[src/common/l2_tag_pkg.sv]
// L2 tag directory geometry and pseudo-LRU codes; 4 ways, 512 sets, 18-bit tags, fixed
`default_nettype none

package l2_tag_pkg;

    // cache geometry
    localparam int tag_w    = 18;
    localparam int index_w  = 9;
    localparam int num_sets = 512;
    localparam int num_ways = 4;
    localparam int way_w    = 2;
    localparam int plru_w   = 3;

    // pseudo-LRU bit positions
    localparam int plru_half_bit = 0;   // low half (ways 0/1) touched last
    localparam int plru_low_bit  = 1;   // way 0 touched last within low half
    localparam int plru_high_bit = 2;   // way 2 touched last within high half

    // touch code per way, entry [w] is the code for way w
    localparam logic [num_ways-1:0][plru_w-1:0] plru_touch_val = {
        3'b000,     // way 3
        3'b100,     // way 2
        3'b001,     // way 1
        3'b011      // way 0
    };

    // bits that a touch of way w rewrites, the rest keep their value
    localparam logic [num_ways-1:0][plru_w-1:0] plru_touch_mask = {
        3'b101,     // way 3
        3'b101,     // way 2
        3'b011,     // way 1
        3'b011      // way 0
    };

    // lookup core FSM states
    localparam logic [1:0] st_idle    = 2'd0;
    localparam logic [1:0] st_read    = 2'd1;
    localparam logic [1:0] st_compare = 2'd2;
    localparam logic [1:0] st_write   = 2'd3;

endpackage

`default_nettype wire

[src/rtl/l2_req_port.sv]
// request acceptor; four-phase req/ack, one-entry holding register, req data must be stable
`timescale 1ns/10ps
`default_nettype none

module l2_req_port import l2_tag_pkg::*; (
    input  logic               clk,
    input  logic               reset,
    input  logic               req,
    input  logic               req_write,
    input  logic [tag_w-1:0]   req_tag,
    input  logic [index_w-1:0] req_index,
    output logic               ack,
    output logic               hold_valid,
    output logic               hold_write,
    output logic [tag_w-1:0]   hold_tag,
    output logic [index_w-1:0] hold_index,
    input  logic               take
);

    logic accept;

    // new request only when the last handshake has closed and the slot is free
    assign accept = req && !ack && !hold_valid;

    always_ff @(posedge clk) begin
        if (reset) begin
            ack        <= 1'b0;
            hold_valid <= 1'b0;
        end else begin
            if (accept) begin
                ack        <= 1'b1;
                hold_valid <= 1'b1;
            end else begin
                if (!req && ack)
                    ack <= 1'b0;            // phase 4, independent of the core
                if (take)
                    hold_valid <= 1'b0;     // core has copied the request
            end
        end
    end

    always_ff @(posedge clk) begin
        if (accept) begin
            hold_write <= req_write;
            hold_tag   <= req_tag;
            hold_index <= req_index;
        end
    end

endmodule

`default_nettype wire

[config.mk]
export PLATFORM = sky130hd
export DESIGN_NAME = l2_req_port
export DESIGN_NICKNAME = d
export VERILOG_FILES = /design/src/common/l2_tag_pkg.sv /design/src/rtl/l2_req_port.sv
export SDC_FILE = /design/constraint.sdc
export NUM_CORES = 1
export LEC_CHECK = 0
export BUFFER_PORTS_ARGS = -buffer_cell sky130_fd_sc_hd__buf_2
export CAP_MARGIN = 20
export CORE_MARGIN = 2
export CORE_UTILIZATION = 36
export CTS_CLUSTER_DIAMETER = 80
export DETAILED_ROUTE_END_ITERATION = 16
export PLACE_DENSITY = 0.73
export SETUP_SLACK_MARGIN = 0.02
export SYNTH_ARGS = -nofsm -noshare
export SYNTH_HDL_FRONTEND = slang
export SYNTH_SLANG_ARGS = --single-unit
[constraint.sdc]
create_clock -name clk -period 2.1 [get_ports clk]
set_input_delay 0.42 -clock clk [delete_from_list [all_inputs] [get_ports clk]]
set_output_delay 0.42 -clock clk [all_outputs]
set_load 0.02 [all_outputs]
==> results.txt <==
Clock Skew: 0.00969 ns
Most frequent cells in the layout: buf_2 (61), edfxtp_1 (28), clkbuf_4 (5)
GRT Util Overall: 11.2%
Seq/Total Area, Yosys: 95.1%
Final slew viol count: 0
Die Area: 2990 sq um
Share of layout cells above drive strength 1: 68.9%
WS Path Type: reg2reg
Slew margin rel.: 75.0%
FP Rows: 18
Critical path required time: 2.12 ns
Root Driver: clkbuf_4
Max Cap Violations: 0
Endpoints failing hold: 0
Reg2reg end: hold_tag[17]
Vias: 590
Grt ovf: 0
CP bufs+invs: 1
Leak Pwr: 0.602 nW
Die X: 54.7 um
Worst Hold Class: in2reg
Skew-Pair Late Insertion Delay: 0.32 ns
Fmax: 727 MHz
TritonCTS Sinks: 30
P per Cell Area: 939 nW/um^2
Setup crit start: hold_valid
TritonCTS clock tree: yes
Global-route wire length before repair: 2.10 mm
Setup violations, final: 0
Syn Inst Count: 35
Leading cell type in the layout, fill and taps excluded: buf_2
Die H: 54.7 um
CORE AREA: 2450 sq um
CTS Hold Bufs: 0
Synth cell types: 7
Post-Route WL: 1.64 mm
CP startpoint kind: flip-flop
DRC Markers: 0
Yosys reg bits: 30
Port bufs: 61
Synth warn: 0
Mean Syn Cell Area: 26.5 sq um
Via density per instance: 4.34
Total Power: 1.28 mW
CTS H-tree lvls: 2
VDD IR-drop max: 0.625 mV
Syn Std Cell Area: 926 sq um
Final period demand of the worst path: 1.37 ns
Slowest CP cell: nor3b_4
Outcome: finished, final reports clean
Nets: 137
Routed WL per cell: 12.1 um
ANT cells: 0
Vias in the first global route: 514
Worst reg2reg startpoint: hold_valid
Layout fillers: 215
CP top delay family: simple AND/OR/NAND/NOR gates
R2R depth: 2
Cts repair resizes: 0
Tightest Pin Transition: 0.375 ns
DRT Pass-1 Iters: 4
Antenna violations before repair: 0
Number of I/O pins: 62
Tcrit/Tclk final: 65.5%
Post-CTS Setup Inserts: 0
RSZ-0062 raised after global routing: false
Total CTS buffers: 5
Post-DP HPWL: 1.26 mm
Worst-path cell chain: nor3b_4 > buf_4
Delay of the slowest critical-path stage: 0.38 ns
Initial Util: 37.7%
Worst setup EP type: flip-flop
CP endpoint: hold_tag[17]
WP data arrival: 1.39 ns
Synth Net Count: 67
CP Max Fanout: 16
Setup TNS: 0 ns
Initial DRC count: 1
Worst R2R Setup Slack: 0.73 ns
Clk buf depth: 2
Worst-path clk slew: 0.10 ns
Area grow syn2layout: 47.7%
Worst path depth: 2
Detail Route Antenna Nets: 0
Routability cong.: 0.690
Largest net degree at the start of global routing: 17
==> Yosys cell counts, drive strengths merged <==
library cell   n  area [sq um]
nor2b          2          15.0
nor3b          2          20.0
dfxtp          2          40.0
o21ba          1          10.0
edfxtp        28           841
==> per-layer routing <==
layer / global-route usage [%] / vias up / share of wire [%]
met5: 0 / - / 0
met4: 5.00 / 0 / 1.5
met3: 10.9 / 5 / 17
met2: 16.5 / 41 / 49
met1: 10.2 / 267 / 32
li1: - / 277 / -
==> cell families (layout without fill, tap and decap cells) <==
family,count (synthesis),after routing,share of synthesized area (%)
flip-flops,30,30,95.1
AND/OR/NAND/NOR,4,4,3.78
AO/OA/AOI/OAI,1,1,1.08
buffers and inverters,0,71,0
==> area by class of cell <==
cell class                 instances  area [sq um]  area share (%)
clock buffer                       5          37.5            2.74
tap                               30          37.5            2.74
multi-input combinational          5          51.3            3.75
clock inverter                     3          40.0            2.93
sequential                        30           881            64.4
timing repair buffer              63           320            23.4
==> worst min-delay path by stage <==
stage	start	endpoint	slack (ns)	cells past startpoint
3_3_place_gp	ack	ack	0.53	2
3_5_place_dp	req_tag[3]	hold_tag[3]	0.60	1
5_1_grt	req_tag[5]	hold_tag[5]	0.24	1
2_1_floorplan	reset	ack	0.50	1
4_1_cts	req_index[5]	hold_index[5]	0.25	1
6_report	req_index[5]	hold_index[5]	0.26	1
==> through the flow <==
step	instance area [sq um]	utilization, %	setup slack, ns	cells	hold slack [ns]
floorplan	926	-	0.0785	35	0.496
global placement	1290	52.5	0.607	128	0.532
detailed placement	1290	52.5	0.572	128	0.598
CTS	1370	55.7	0.705	136	0.247
global route	1370	55.7	0.634	136	0.241
finish	1370	55.7	0.725	136	0.262
==> sequential cells by signal, indices dropped and copies added, names as in the netlist <==
| name | cells |
|---|---|
| ack | 1 |
| hold_write | 1 |
| hold_index | 9 |
| hold_tag | 18 |
| hold_valid | 1 |
==> power breakdown <==
group,switching (mW),internal [mW]
sequential,0.0102,0.698
combinational,0.0846,0.0531
clock,0.191,0.246
Power figures use the tool's default switching activity.
