**src/common/l2_tag_pkg.sv**
```systemverilog
// L2 tag directory geometry and pseudo-LRU codes; 4 ways, 512 sets, 18-bit tags, fixed
`default_nettype none

package l2_tag_pkg;

    // cache geometry
    localparam int tag_w    = 18;
    localparam int index_w  = 9;
    localparam int num_sets = 512;
    localparam int num_ways = 4;
    localparam int way_w    = 2;
    localparam int plru_w   = 3;

    // pseudo-LRU bit positions
    localparam int plru_half_bit = 0;   // low half (ways 0/1) touched last
    localparam int plru_low_bit  = 1;   // way 0 touched last within low half
    localparam int plru_high_bit = 2;   // way 2 touched last within high half

    // touch code per way, entry [w] is the code for way w
    localparam logic [num_ways-1:0][plru_w-1:0] plru_touch_val = {
        3'b000,     // way 3
        3'b100,     // way 2
        3'b001,     // way 1
        3'b011      // way 0
    };

    // bits that a touch of way w rewrites, the rest keep their value
    localparam logic [num_ways-1:0][plru_w-1:0] plru_touch_mask = {
        3'b101,     // way 3
        3'b101,     // way 2
        3'b011,     // way 1
        3'b011      // way 0
    };

    // lookup core FSM states
    localparam logic [1:0] st_idle    = 2'd0;
    localparam logic [1:0] st_read    = 2'd1;
    localparam logic [1:0] st_compare = 2'd2;
    localparam logic [1:0] st_write   = 2'd3;

endpackage

`default_nettype wire

```
**src/rtl/l2_resp_port.sv**
```systemverilog
// response offerer; one-entry result register, four-phase resp_req/resp_ack, frees on ack fall
`timescale 1ns/10ps
`default_nettype none

module l2_resp_port import l2_tag_pkg::*; (
    input  logic             clk,
    input  logic             reset,
    input  logic             res_valid,
    output logic             res_taken,
    input  logic             res_hit,
    input  logic [way_w-1:0] res_way,
    input  logic             res_wb,
    input  logic [tag_w-1:0] res_victim_tag,
    output logic             resp_req,
    input  logic             resp_ack,
    output logic             resp_hit,
    output logic [way_w-1:0] resp_way,
    output logic             resp_wb,
    output logic [tag_w-1:0] resp_victim_tag
);

    logic full;

    // req already dropped, waiting for consumer to release ack
    assign res_taken = full && !resp_req && !resp_ack;

    always_ff @(posedge clk) begin
        if (reset) begin
            full     <= 1'b0;
            resp_req <= 1'b0;
        end else begin
            if (res_valid) begin
                full     <= 1'b1;
                resp_req <= 1'b1;
            end else begin
                if (resp_req && resp_ack)
                    resp_req <= 1'b0;   // phase 3
                if (res_taken)
                    full <= 1'b0;
            end
        end
    end

    always_ff @(posedge clk) begin
        if (res_valid) begin
            resp_hit        <= res_hit;
            resp_way        <= res_way;
            resp_wb         <= res_wb;
            resp_victim_tag <= res_victim_tag;
        end
    end

endmodule

`default_nettype wire

```
**config.mk**
```make
export PLATFORM = sky130hd
export DESIGN_NAME = l2_resp_port
export DESIGN_NICKNAME = d
export VERILOG_FILES = /design/src/common/l2_tag_pkg.sv /design/src/rtl/l2_resp_port.sv
export SDC_FILE = /design/constraint.sdc
export NUM_CORES = 1
export LEC_CHECK = 0
export ABC_AREA = 1
export BUFFER_PORTS_ARGS = -buffer_cell sky130_fd_sc_hd__buf_2
export CAP_MARGIN = 20
export CORE_MARGIN = 3
export CORE_UTILIZATION = 39
export DETAILED_ROUTE_END_ITERATION = 16
export GPL_TIMING_DRIVEN = 0
export PLACE_DENSITY = 0.76
export SLEW_MARGIN = 20
export SYNTH_ARGS = -nofsm -noshare
export SYNTH_HDL_FRONTEND = slang
export SYNTH_SLANG_ARGS = --single-unit
```
**constraint.sdc**
```tcl
create_clock -name clk -period 0.8 [get_ports clk]
set_input_delay 0.08 -clock clk [delete_from_list [all_inputs] [get_ports clk]]
set_output_delay 0.08 -clock clk [all_outputs]
set_load 0.1 [all_outputs]
```
==> results of run 1 <==
-- worst reg2reg max path, stage by stage (launching register included) --
cell	delay (ps)
dfxtp_4	380
buf_4	130
o21ai_1	150
a21oi_1	80
-- kinds of logic (layout without fill, tap and decap cells) --
| group | after synthesis | count (layout) | synth area share, % |
|---|---|---|---|
| AOI/OAI and AO/OA | 3 | 3 | 2.04 |
| buffers and inverters | 2 | 80 | 1.02 |
| DFF | 24 | 24 | 95.4 |
| and+or+nand+nor | 3 | 3 | 1.53 |
-- Yosys cell counts --
cell and n:
edfxtp_1 22, o21ai_1 1, a21oi_1 2, nand2_1 2
dfxtp_1 2, nor2_1 1, inv_1 2
-- final timing paths --
path | start | end | slack [ps] | depth (start not counted)
max | full | res_taken | -270 | 3
min | resp_ack | resp_req | 80 | 4
max reg2reg | resp_req | full | -30 | 3
min reg2reg | full | full | 520 | 2
-- layout make-up --
type / count / area (µm²) / share of cell area, %
clock buffer: 4 / 36.3 / 2.45
multi-input combinational: 6 / 36.3 / 2.45
sequential: 24 / 706 / 47.7
timing repair buffer: 74 / 662 / 44.8
inverter: 2 / 7.51 / 0.508
tap: 25 / 31.3 / 2.12
-- stage by stage --
stage	utilization [%]	worst slack (ps)	setup TNS [ps]	hold slack, ps
2_1_floorplan	-	-226	-4300	139
3_3_place_gp	58.6	-183	-1270	240
3_5_place_dp	58.6	-189	-1770	258
4_1_cts	83.6	-282	-4820	33.0
5_1_grt	84.7	-343	-5690	65.1
6_report	84.7	-272	-4450	81.2
-- routing by layer --
layer	track usage [%]	up-vias
li1	-	276
met5	0	-
met2	30.4	29
met4	5.53	0
met3	5.20	2
met1	18.6	261
-- repair_timing --
action | 4_1_cts | 5_1_grt
endpoints found under the setup margin | 24 | 25
setup buffers | 1 | 1
hold endpoints to repair | 24 | 0
hold buffers | 23 | 0
pin swaps | 2 | 0
gates resized for setup | 52 | 3
-- state kept, by name (all words and copies together) (netlist names) --
register and cells:
resp_way 2, full 1, resp_victim_tag 18, resp_req 1
resp_wb 1, resp_hit 1
-- power breakdown --
group	switching [mW]	total (mW)	internal (mW)
logic	0.794	1.11	0.317
registers	0.0509	1.53	1.48
clock network	0.308	0.585	0.277
==> out/metrics.yaml, run 1 <==
outcome:
  status: "finished with violations"
  violations: "negative setup slack"
layout:
  final_cell_mix: "buf_2, dlygate4sd3_1, edfxtp_1, buf_6, clkbuf_4"
  finalNetCount: 137
  fin_cells: 135
  final_cell_area_mm2: 0.00148
  drive_above_1_share_pct: 53.6
  diodes: 0
  syn_to_final_growth_pct: 101
  fill_cells: 88
  layout_commonest_cell: "buf_2"
drt:
  drc: 0
  dr_wl_met2_mm: 1.07
  routed-via-count: 568
  wl_met3_um: 171
  drt_first_pass_iters: 4
  vias_per_cell: 4.21
  drt-total-wl_mm: 1.90
  topRoutingLayerUsed: "met4"
  detail_route.wl_per_cell_um: 14.1
  wl_met1_um: 652
  antenna_left: 0
  drtIter0Drc: 6
sta:
  period_share_pct: 134
  rsz0062_at_grt: "yes"
  hold_violations: 0
  setup-violations-final: 25
  skew_ps: 1.30
  finalWorstSetupSlack_ps: -272
  fin_crit_ps: 1070
  max_clock_freq_mhz: 933
  worstMarginPinSlew_ps: 466
  slew_violations: 0
  slew-limit-headroom_pct: 68.9
clocking:
  cts_buffers: 3
  clk_pin_slew_worst_paths_ps: 120
  cts_buffer_depth: 2
  tritoncts: "done"
  clock-sinks: 24
  insertion_delay_ps: 290
  htree_num_levels: 1
  cts-root-buf: "clkbuf_4"
global_route:
  grt.total_usage_pct: 16.8
  grt_pass1_wl_mm: 2.98
  antenna_found_initial: 0
  grt_start_max_net_pins: 24
  grt_pass1_vias: 607
  grt.overflow.total: 0
critical_path:
  crit_chain: "nand2_2 -> nor2_4 -> buf_12"
  cpPeakStageDelay_ps: 350
  crit_path_start_kind: "flop"
  crit_type: "reg2out"
  crit_fanout: 2
  required_ps: 720
  path_delay_family: "flip-flops"
  setup.worst_path.end_class: "output port"
  cp_num_buf_inv: 1
  slowest_stage: "dfxtp_2"
  arrival_ps: 990
logic_synthesis:
  synth.largest_area_cell: "edfxtp_1"
  synth_cells: 32
  ys_seq_area_share_pct: 95.4
  synth_top_area_share_pct: 89.9
  synth-warning-count: 0
  synthTopCellsByArea: "edfxtp_1, dfxtp_1, a21oi_1, inv_1, nand2_1"
  yosys_register_bits: 24
  synthesis.area_um2: 734
  syn-mean-instance-area_um2: 23.0
  synth_cell_type_count: 7
  synth_nets: 58
pwr:
  leakage_nw: 0.631
  p_per_area_mw_per_mm2: 2180
  power_mw: 3.22
  peakVddDrop_uv: 1730
floorplan:
  start_util_pct: 42.1
  io_pins: 50
  die_area_mm2: 0.00244
  fp-row-count: 15
  die_h_um: 49.4
  die_w_um: 49.4
  core_mm2: 0.00175
min_path:
  hp-class: "in2reg"
placed_design:
  gp_congestion: 0.612
  port-buffer-count: 49
  placed_area_mm2: 0.00102
  dp_hpwl_um: 971
  dp.cells: 106
flow_run:
  cap_violations: 0
(Power assumes the default switching activity.)
==> run 2: changes to the inputs <==
clock period = 1.15 ns   (was 0.8 ns; I/O delays follow)
==> out/metrics.yaml, run 2 (synthesized netlist as in run 1, its figures left out) <==
global_route:
  grt_pass1_vias: 575  # was 607
  antenna_found_initial: 0  # unchanged
  grt_start_max_net_pins: 24  # unchanged
  grt.overflow.total: 0  # unchanged
  grt.total_usage_pct: 16.9  # was 16.8%
  grt_pass1_wl_mm: 2.96  # was 2.98 mm
layout:
  final_cell_area_mm2: 0.00139  # was 0.00148 mm²
  syn_to_final_growth_pct: 88.6  # was 101%
  largest_registers: "resp_victim_tag (18), resp_way (2)"  # unchanged
  diodes: 0  # unchanged
  largest_reg_flops: 18  # unchanged
  fill_cells: 113  # was 88
  regMostFlops: "resp_victim_tag"  # unchanged
  layout_commonest_cell: "buf_2"  # unchanged
  finalNetCount: 135  # was 137
  drive_above_1_share_pct: 52.8  # was 53.6%
  final_cell_mix: "buf_2, dlygate4sd3_1, buf_4, edfxtp_1, clkbuf_4"  # was buf_2, dlygate4sd3_1, edfxtp_1, buf_6, clkbuf_4
placed_design:
  placed_area_mm2: 0.00102  # unchanged
  gp_congestion: 0.638  # was 0.612
  port-buffer-count: 49  # unchanged
critical_path:
  crit_fanout: 2  # unchanged
  r2r_start: "resp_req"  # unchanged
  required_ps: 1030  # was 720 ps
  crit_path_start_kind: "flop"  # unchanged
  crit_type: "reg2out"  # unchanged
  r2r_cells: 2  # was 3
  endpoint: "res_taken"  # unchanged
  setup.worst_path.end_class: "output port"  # unchanged
  r2r_end: "full"  # unchanged
  cp-startpoint: "full"  # unchanged
  r2r_setup_slack_ps: 460  # was -30 ps
  arrival_ps: 1030  # was 990 ps
pwr:
  leakage_nw: 0.595  # was 0.631 nW
  p_per_area_mw_per_mm2: 1700  # was 2180 mW/mm²
  peakVddDrop_uv: 1130  # was 1730 µV
sta:
  slew_violations: 0  # unchanged
  slew-limit-headroom_pct: 66.5  # was 68.9%
  period_share_pct: 99.2
  hold_violations: 0  # unchanged
  setup-violations-final: 0  # was 25
  rsz0062_at_grt: "yes"  # unchanged
  skew_ps: 0.0643  # was 1.30 ps
  setup-tns-final_ps: 0  # was -4450 ps
  max_clock_freq_mhz: 876
  fin_crit_ps: 1140
  worstMarginPinSlew_ps: 502  # was 466 ps
clocking:
  insertion_delay_ps: 300  # was 290 ps
  clock-sinks: 24  # unchanged
  cts_setup_buffers: 0  # was 1
  cts_buffer_depth: 2  # unchanged
  clk_pin_slew_worst_paths_ps: 120  # about the same
  htree_num_levels: 1  # unchanged
  tritoncts: "done"  # unchanged
  cts-root-buf: "clkbuf_4"  # unchanged
  cts_buffers: 3  # unchanged
drt:
  vias_per_cell: 4.27  # was 4.21
  drt-total-wl_mm: 1.91  # was 1.90 mm
  drtIter0Drc: 2  # was 6
  detail_route.wl_per_cell_um: 14.4  # was 14.1 µm
  drc: 0  # unchanged
  antenna_left: 0  # unchanged
  drt_first_pass_iters: 2  # was 4
  routed-via-count: 568  # unchanged
flow_run:
  cap_violations: 0  # unchanged
floorplan:
  die_h_um: 49.4  # unchanged
  start_util_pct: 42.1  # unchanged
  die_area_mm2: 0.00244  # unchanged
  fp-row-count: 15  # unchanged
  core_mm2: 0.00175  # unchanged
  io_pins: 50  # unchanged
  die_w_um: 49.4  # unchanged
outcome:
  status: "finished, final reports clean"  # was finished with violations
min_path:
  hp-class: "in2reg"  # unchanged
-- run 2: final cells by class --
class | count | area [µm²] | share of cell area [%]
clock buffers | 3 | 22.5 | 1.63
clock inverters | 1 | 30.0 | 2.17
inverters | 2 | 7.51 | 0.542
multi-input cells | 6 | 36.3 | 2.62
flip-flops and latches | 24 | 706 | 50.9
well taps | 25 | 31.3 | 2.26
repair buffers | 72 | 552 | 39.8
-- run 2: timing repair --
item                                   4_1_cts  5_1_grt
setup endpoints to repair                   24        2
hold buffers                                23        0
gates resized for setup                     28        2
endpoints found under the hold margin       24        0
pin swaps                                    1        2
-- run 2: worst min-delay path by stage --
stage              from        to  cells after the start
5_1_grt        resp_ack  resp_req                      4
6_report       resp_ack  resp_req                      4
2_1_floorplan     reset  resp_req                      1
3_3_place_gp      reset  resp_req                      2
4_1_cts        resp_ack  resp_req                      4
3_5_place_dp      reset  resp_req                      2
-- run 2: critical path, stage by stage (launching register included) --
cell and delay [ps]:
dfxtp_2 350, nand2_2 60, nor2_4 120, buf_12 180
-- run 2: per-stage QoR --
step / setup WS, ps / power, mW / hold slack, ps / std cells / utilization, %
after floorplan: 88.8 / 1.56 / 174 / 32 / -
after global placement: 132 / 1.67 / 273 / 106 / 58.6
after detailed placement: 124 / 1.67 / 290 / 106 / 58.6
after CTS: 15.7 / 2.36 / 57.5 / 133 / 79.0
after global routing: -42.9 / 2.43 / 113 / 133 / 79.4
final: 8.82 / 2.35 / 88.6 / 133 / 79.4
-- run 2: layer usage --
metal  vias to the layer above  global-route usage (%)  routed length, µm  share of wire [%]
met5                         -                       0                  0                  0
met4                         0                    9.22                 82                4.3
met3                         8                    3.36                 92                4.8
met2                        25                    31.3               1070                 56
met1                       263                    17.6                665                 35
li1                        272                       -                  -                  -
-- run 2: where the power goes --
group	internal [mW]	switching, mW
clock	0.352	0.232
sequential	1.03	0.0237
combinational	0.170	0.550
